## src/include/kv_db_config.svh

```systemverilog
`ifndef KV_DB_CONFIG_SVH
`define KV_DB_CONFIG_SVH

// ==============================
// Key-value store dimensions
// ==============================

// Key width, also the table address width
`define KV_DB_KEY_W 8

// Stored value width
`define KV_DB_VALUE_W 32

// Number of table entries, one per key
`define KV_DB_DEPTH (1 << `KV_DB_KEY_W)

// Keys and values as seen on the controller ports
`define KV_DB_KEY_T logic [`KV_DB_KEY_W-1:0]
`define KV_DB_VALUE_T logic [`KV_DB_VALUE_W-1:0]

`endif

```

## src/rtl/db_pkg.sv

```systemverilog
`default_nettype none

`include "kv_db_config.svh"

package db_pkg;

    // ==============================
    // Commands and status codes
    // ==============================

    // Commands a controller can issue
    typedef enum logic [2:0] {
        COMMAND_NOP   = 3'd0,
        COMMAND_GET   = 3'd1,
        COMMAND_SET   = 3'd2,
        COMMAND_UNSET = 3'd3,
        COMMAND_CLEAR = 3'd4
    } command_t;

    // Completion status returned with ack
    typedef enum logic [1:0] {
        STATUS_OK          = 2'd0,
        STATUS_ERROR       = 2'd1,
        STATUS_UNSPECIFIED = 2'd2
    } status_t;

    // ==============================
    // Port structs
    // ==============================

    // Controller to store, 44 bits
    typedef struct packed {
        logic          req;
        command_t      command;
        `KV_DB_KEY_T   key;
        `KV_DB_VALUE_T set_value;
    } db_req_t;

    // Store to controller, 36 bits
    // Payload fields only mean something while ack is high
    typedef struct packed {
        logic          ack;
        status_t       status;
        logic          valid;
        `KV_DB_VALUE_T get_value;
    } db_resp_t;

endpackage : db_pkg

`default_nettype wire

```

## src/rtl/db_prio_arb.sv

```systemverilog
`timescale 1ns/100ps
`default_nettype none

module db_prio_arb (
    input  wire logic             clk,
    input  wire logic             srst,

    // High-priority controller port
    input  wire db_pkg::db_req_t  req_hi,
    output      logic             rdy_hi,
    output      db_pkg::db_resp_t resp_hi,

    // Low-priority controller port
    input  wire db_pkg::db_req_t  req_lo,
    output      logic             rdy_lo,
    output      db_pkg::db_resp_t resp_lo,

    // Towards the store
    output      db_pkg::db_req_t  store_req,
    input  wire logic             store_rdy,
    input  wire db_pkg::db_resp_t store_resp
);

    // ==============================
    // Selection state
    // ==============================

    // Selection encoding: 0 picks the high port, 1 the low port
    logic sel_lo;
    logic sel_lo_reg;
    logic sel_req;
    logic req_pending;

    // Request level of whichever port is currently selected
    assign sel_req = sel_lo ? req_lo.req : req_hi.req;

    // Open transaction context
    // Set once the selected port asks, held until the store acks
    always_ff @(posedge clk) begin
        if (srst) begin
            req_pending <= 1'b0;
        end else if (store_resp.ack) begin
            req_pending <= 1'b0;
        end else if (sel_req) begin
            req_pending <= 1'b1;
        end
    end

    // Strict priority while nothing is open, otherwise keep the owner
    always_comb begin
        sel_lo = sel_lo_reg;
        if (!req_pending) begin
            sel_lo = !req_hi.req;
        end
    end

    always_ff @(posedge clk) begin
        if (srst) begin
            sel_lo_reg <= 1'b0;
        end else begin
            sel_lo_reg <= sel_lo;
        end
    end

    // ==============================
    // Request mux, response demux
    // ==============================

    assign store_req = sel_lo ? req_lo : req_hi;

    // Only the owner sees rdy
    assign rdy_hi = store_rdy && !sel_lo;
    assign rdy_lo = store_rdy && sel_lo;

    // Payload goes to both ports, ack only to the owner
    always_comb begin
        resp_hi     = store_resp;
        resp_lo     = store_resp;
        resp_hi.ack = store_resp.ack && !sel_lo;
        resp_lo.ack = store_resp.ack && sel_lo;
    end

endmodule : db_prio_arb

`default_nettype wire

```

## config.mk

```make
export PLATFORM = sky130hd
export DESIGN_NAME = db_prio_arb
export DESIGN_NICKNAME = d
export VERILOG_FILES = /design/src/rtl/db_pkg.sv /design/src/rtl/db_prio_arb.sv
export VERILOG_INCLUDE_DIRS = /design/src /design/src/include
export SDC_FILE = /design/constraint.sdc
export NUM_CORES = 1
export LEC_CHECK = 0
export BUFFER_PORTS_ARGS = -buffer_cell sky130_fd_sc_hd__buf_2
export CAP_MARGIN = 20
export CORE_AREA = 5 5 92 94
export DETAILED_ROUTE_END_ITERATION = 7
export DIE_AREA = 0 0 97 99
export HOLD_SLACK_MARGIN = 0.06
export PLACE_DENSITY = 0.65
export REMOVE_ABC_BUFFERS = 1
export SYNTH_ARGS = -nofsm -noshare
export SYNTH_HDL_FRONTEND = slang
export SYNTH_SLANG_ARGS = --single-unit
```

## constraint.sdc

```tcl
create_clock -name clk -period 1.95 [get_ports clk]
set_clock_uncertainty 0.2 [all_clocks]
set_input_delay 0 -clock clk [delete_from_list [all_inputs] [get_ports clk]]
set_output_delay 0 -clock clk [all_outputs]
set_load 0.01 [all_outputs]
```

==> impl_metrics.csv, run 1 <==
group,metric,value,unit
route,drt_first_iter_violations,34,
timing,finalHoldViolCount,0,
cells_and_area,final_common_cell,"buf_2",
yosys,synthCells,135,
status,status,"finished clean",
clock_network,clk_latency,0.20,ns
timing,setup-violations-final,0,
critical_path,worstReg2RegStart,"req_pending",
critical_path,crit_required,1.75,ns
floorplan,rows,32,
floorplan,ios,245,
cells_and_area,drive_gt1_frac,0.763,
floorplan,die_h,99,um
critical_path,max_stage_delay,0.41,ns
placed_design,gp_congestion,0.866,
yosys,avgSynthCellArea,9.04,um2
global_route,grt_pass1_vias,1451,
critical_path,crit_start,"req_pending",
critical_path,startpoint_type,"flop",
route,wirelength,7.48,mm
min_path,hold_depth,3,
placed_design,hpwl,6.47,mm
clock_network,root_buffer,"clkbuf_8",
min_path,worstHoldStart,"store_rdy",
yosys,synth_area,0.00122,mm2
critical_path,arrival,1.69,ns
timing,rsz0062_at_grt,"no",
timing,post-route-period-util,0.971,
critical_path,end_kind,"primary output",
placed_design,dpl_cell_area,0.00149,mm2
route,route.detailed.drc,0,
cells_and_area,fin_nets,369,
timing,worst_pin_slew,0.464,ns
critical_path,cp_max_fo,24,
critical_path,critPathBufInv,2,
critical_path,cp_cell_sequence,"nor2_1 -> a21oi_4 -> clkbuf_16 -> mux2_1 -> buf_2",
floorplan,die_x,97,um
cells_and_area,layout_common_cells,"139 x buf_2, 37 x dlygate4sd3_1, 28 x mux2_2",
clock_network,cts_tree,"built",
power_and_ir_drop,vdd_ir_drop_max,153,uV
floorplan,coreArea,0.00757,mm2
timing,final-max-slew-violation-count,0,
route,firstDrtPassIters,4,
timing,period_needed,1.89,ns
global_route,grt-ovfl-total,0,
cells_and_area,fin_area,0.00192,mm2
yosys,ys_seq_area_frac,0.0328,
critical_path,critical_path_depth,5,
critical_path,critPathSlowestCell,"dfxtp_1",
clock_network,h-tree-depth,1,
min_path,hp-class,"in2out",
floorplan,die_area,0.00960,mm2
critical_path,crit_family,"buffers and inverters",
job,cap_viol_max_count,0,
placed_design,port_buffers,139,
global_route,grt_use_total,0.141,
clock_network,cts_setup_buffers,0,
yosys,ys_types,14,
route,vias,1348,
cells_and_area,utilization,0.254,
yosys,ys_warn_count,0,
timing,fmax,528,MHz
power_and_ir_drop,leakage,1.02,nW
global_route,grt_start_max_net_pins,49,
clock_network,clk_pin_slew,0.03,ns
critical_path,r2r_cells,3,
power_and_ir_drop,p_per_area,395,mW/mm2
route,antenna_left,0,
cells_and_area,syn_to_final_growth,57.5,%
clock_network,clock_sinks,2,
global_route,antenna_found_initial,0,
clock_network,cts_buffers,3,
global_route,grt_pass1_wl,9.97,mm
clock_network,clockBufferDepth,2,
yosys,ys_ff_latch,2,
cells_and_area,diodes,0,
floorplan,start_util,0.161,
timing,max-slew-margin-rel,0.690,
route,via_per_inst,3.94,
critical_path,worstSetupPathType,"reg2out",
route,post_drt_wl_per_cell,21.9,um
-- synth_stat cells --
library cell | instances | area [um2]
a21oi_1 | 1 | 5.00
a21oi_2 | 1 | 8.76
and2_1 | 2 | 12.5
buf_4 | 73 | 548
buf_6 | 2 | 22.5
buf_8 | 1 | 15.0
dfxtp_1 | 2 | 40.0
inv_1 | 2 | 7.51
mux2_1 | 5 | 56.3
mux2_2 | 28 | 315
mux2_4 | 10 | 150
mux2i_1 | 1 | 10.0
nor2_1 | 5 | 18.8
nor3_1 | 2 | 10.0
-- cells by family (layout without fill, tap and decap cells) --
logic type	count (synthesis)	after routing	synth area share
mux	44	44	0.436
compound gates	2	2	0.0113
flops	2	2	0.0328
simple gates	9	9	0.0338
buf+inv	78	183	0.486
-- through the flow --
stage | total power [mW] | setup WS, ns | instances | hold slack [ns] | setup TNS, ns
floorplan | 0.242 | -0.572 | 59 | -0.200 | -25.41
global placement | 0.432 | 0.279 | 301 | -0.200 | 0
detailed placement | 0.438 | 0.255 | 301 | -0.200 | 0
CTS | 0.749 | 0.0325 | 341 | 0.108 | 0
global route | 0.805 | 0.000474 | 342 | 0.122 | 0
finish | 0.759 | 0.0565 | 342 | 0.105 | 0
-- worst reg2reg max path: cells and delay by family, from the launching register on --
family	cells	cell delay [ns]
simple gates	2	0.27
flops	1	0.35
buf+inv	1	0.55
-- layout make-up --
| class | count | area [um2] |
|---|---|---|
| multi-input combinational | 55 | 594 |
| clock buffer | 3 | 41.3 |
| inverter | 2 | 7.51 |
| sequential | 2 | 40.0 |
| tap | 102 | 128 |
| timing repair buffer | 178 | 1110 |
| fill | 816 | 5650 |
-- path summary, 6_finish.rpt --
| check | to | slack (ns) |
|---|---|---|
| worst max register to register | req_pending | 0.47 |
| worst min register to register | sel_lo_reg | 0.68 |
| worst max-delay path | store_req[39] | 0.06 |
| worst min-delay path | rdy_hi | 0.11 |
-- per-layer routing --
metal / track usage / routed length [um] / vias to the layer above
met5: 0.0667 / 85 / -
met4: 0.0184 / 42 / 2
met3: 0.0970 / 1220 / 5
met2: 0.209 / 3190 / 137
met1: 0.166 / 2950 / 616
li1: - / - / 588
-- what timing repair did --
| item | in CTS | in global routing |
|---|---|---|
| hold buffers | 37 | 0 |
| setup endpoints to repair | 0 | 2 |
| endpoints found under the hold margin | 72 | 0 |
| resized for setup | 0 | 0 |
-- power breakdown --
part	switching [mW]	internal (mW)	total, mW
sequential	0.00363	0.0439	0.0475
clock	0.0268	0.130	0.157
combinational	0.274	0.281	0.554
total	0.304	0.455	0.759
(Power assumes the default switching activity.)
==> run 2: changes to the inputs <==
--- a/config.mk
+++ b/config.mk
@@ -13,6 +13,7 @@
 export DIE_AREA = 0 0 97 99
 export HOLD_SLACK_MARGIN = 0.06
 export PLACE_DENSITY = 0.65
+export RECOVER_POWER = 100
 export REMOVE_ABC_BUFFERS = 1
 export SYNTH_ARGS = -nofsm -noshare
 export SYNTH_HDL_FRONTEND = slang
==> impl_metrics.csv, run 2 (same netlist as run 1, synthesis figures left out) <==
group,metric,value,unit
floorplan,die_area,0.00960,mm2
power_and_ir_drop,seqPwrFrac,0.063,
timing,rsz0062_at_grt,"no",
cells_and_area,fin_nets,369,
cells_and_area,fin_area,0.00193,mm2
critical_path,crit_end,"store_req[39]",
route,drt_first_iter_violations,32,
status,status,"finished clean",
timing,worst_slack,0.0606,ns
route,via_per_inst,3.91,
clock_network,clk_latency,0.20,ns
power_and_ir_drop,combPwrFrac,0.730,
clock_network,clk_pin_slew,0.03,ns
timing,final-max-slew-violation-count,0,
placed_design,hpwl,6.47,mm
floorplan,start_util,0.161,
cells_and_area,drive_gt1_frac,0.758,
critical_path,arrival,1.69,ns
floorplan,die_h,99,um
job,cap_viol_max_count,0,
cells_and_area,syn_to_final_growth,57.8,%
timing,fmax,529,MHz
critical_path,critPathSlowestCell,"dfxtp_1",
floorplan,coreArea,0.00757,mm2
clock_network,h-tree-depth,1,
power_and_ir_drop,vdd_ir_drop_max,153,uV
critical_path,r2r_cells,3,
timing,post-route-period-util,0.969,
global_route,grt_use_total,0.141,
placed_design,dp_cells,301,
critical_path,cp_cell_sequence,"nor2_1 -> a21oi_4 -> clkbuf_16 -> mux2_1 -> buf_2",
critical_path,worstSetupPathType,"reg2out",
clock_network,clockBufferDepth,2,
power_and_ir_drop,intPower,0.454,mW
clock_network,root_buffer,"clkbuf_8",
clock_network,cts_tree,"built",
global_route,grt-ovfl-total,0,
critical_path,crit_start,"req_pending",
cells_and_area,utilization,0.254,
route,post_drt_wl_per_cell,21.7,um
route,wirelength,7.47,mm
clock_network,cts.repair.resized,0,
route,route.detailed.drc,0,
power_and_ir_drop,clkPwrFrac,0.207,
timing,worst_pin_slew,0.464,ns
critical_path,crit_required,1.75,ns
critical_path,r2r-end,"req_pending",
timing,finalSetupTns,0,ns
cells_and_area,layout_common_cells,"138 x buf_2, 37 x dlygate4sd3_1, 28 x mux2_2",
timing,holdWs,0.105,ns
power_and_ir_drop,switching_share,0.401,
timing,setup-violations-final,0,
placed_design,dpl_cell_area,0.00149,mm2
critical_path,end_kind,"primary output",
timing,finalHoldViolCount,0,
critical_path,cp_max_fo,24,
power_and_ir_drop,leakage,1.02,nW
global_route,antenna_found_initial,0,
critical_path,worstReg2RegStart,"req_pending",
placed_design,gp_congestion,0.866,
power_and_ir_drop,p_per_area,394,mW/mm2
clock_network,clock_sinks,2,
route,antenna_left,0,
critical_path,startpoint_type,"flop",
floorplan,ios,245,
power_and_ir_drop,total_power,0.758,mW
timing,period_needed,1.89,ns
global_route,grt_pass1_wl,9.97,mm
floorplan,die_x,97,um
cells_and_area,final_common_cell,"buf_2",
route,vias,1346,
timing,max-slew-margin-rel,0.690,
min_path,hp-class,"in2out",
clock_network,cts_buffers,3,
power_and_ir_drop,p_sw,0.304,mW
floorplan,rows,32,
route,firstDrtPassIters,4,
cells_and_area,stdcell_count,344,
placed_design,port_buffers,139,
placed_design,place_ws,0.255,ns
global_route,grt_start_max_net_pins,49,
critical_path,r2r_slack,0.46,ns
global_route,grt_pass1_vias,1451,
critical_path,max_stage_delay,0.41,ns
==> run 2: how the worst min path moves through the flow <==
stage | from | to | slack, ns | depth (start not counted)
2_1_floorplan | store_resp[0] | resp_hi[0] | -0.20 | 0
6_report | store_rdy | rdy_hi | 0.11 | 3
4_1_cts | store_rdy | rdy_lo | 0.11 | 4
3_3_place_gp | store_resp[0] | resp_lo[0] | -0.20 | 0
5_1_grt | req_hi[35] | store_req[35] | 0.12 | 3
3_5_place_dp | store_resp[0] | resp_lo[0] | -0.20 | 0
==> run 2: final cells by class <==
| cell class | instances | area [um2] |
|---|---|---|
| Fill cell | 814 | 5640 |
| Timing Repair Buffer | 178 | 1110 |
| Multi-Input combinational cell | 55 | 594 |
| Tap cell | 102 | 128 |
| Clock buffer | 3 | 41.3 |
| Sequential cell | 2 | 40.0 |
| Inverter | 2 | 7.51 |
| Antenna cell | 2 | 5.00 |
==> run 2: worst max-delay path: cells and delay by family, from the launching register on <==
kind / cells / cell delay (ns)
AO/OA/AOI/OAI: 1 / 0.21
buffers and inverters: 2 / 0.42
flip-flops: 1 / 0.41
multiplexers: 1 / 0.34
AND/OR/NAND/NOR: 1 / 0.10
==> run 2: what timing repair did <==
action                     CTS  global route
setup endpoints to repair    0             2
hold buffers                37             0
setup buffers                0             0
hold endpoints to repair    72             0
==> run 2: power groups by stage <==
stage | combinational (mW) | sequential, mW | clock [mW]
after global placement | 0.384 | 0.0474 | 0
after detailed placement | 0.390 | 0.0478 | 0
after CTS | 0.538 | 0.0473 | 0.164
after floorplan | 0.196 | 0.0464 | 0
final | 0.554 | 0.0474 | 0.157
after global routing | 0.587 | 0.0477 | 0.170
==> run 2: per-layer routing <==
layer / vias up / GRT usage / wire length, um
li1: 589 / - / -
met1: 613 / 0.166 / 2960
met2: 137 / 0.209 / 3180
met3: 5 / 0.0970 / 1200
met4: 2 / 0.0184 / 42
met5: - / 0.0667 / 85
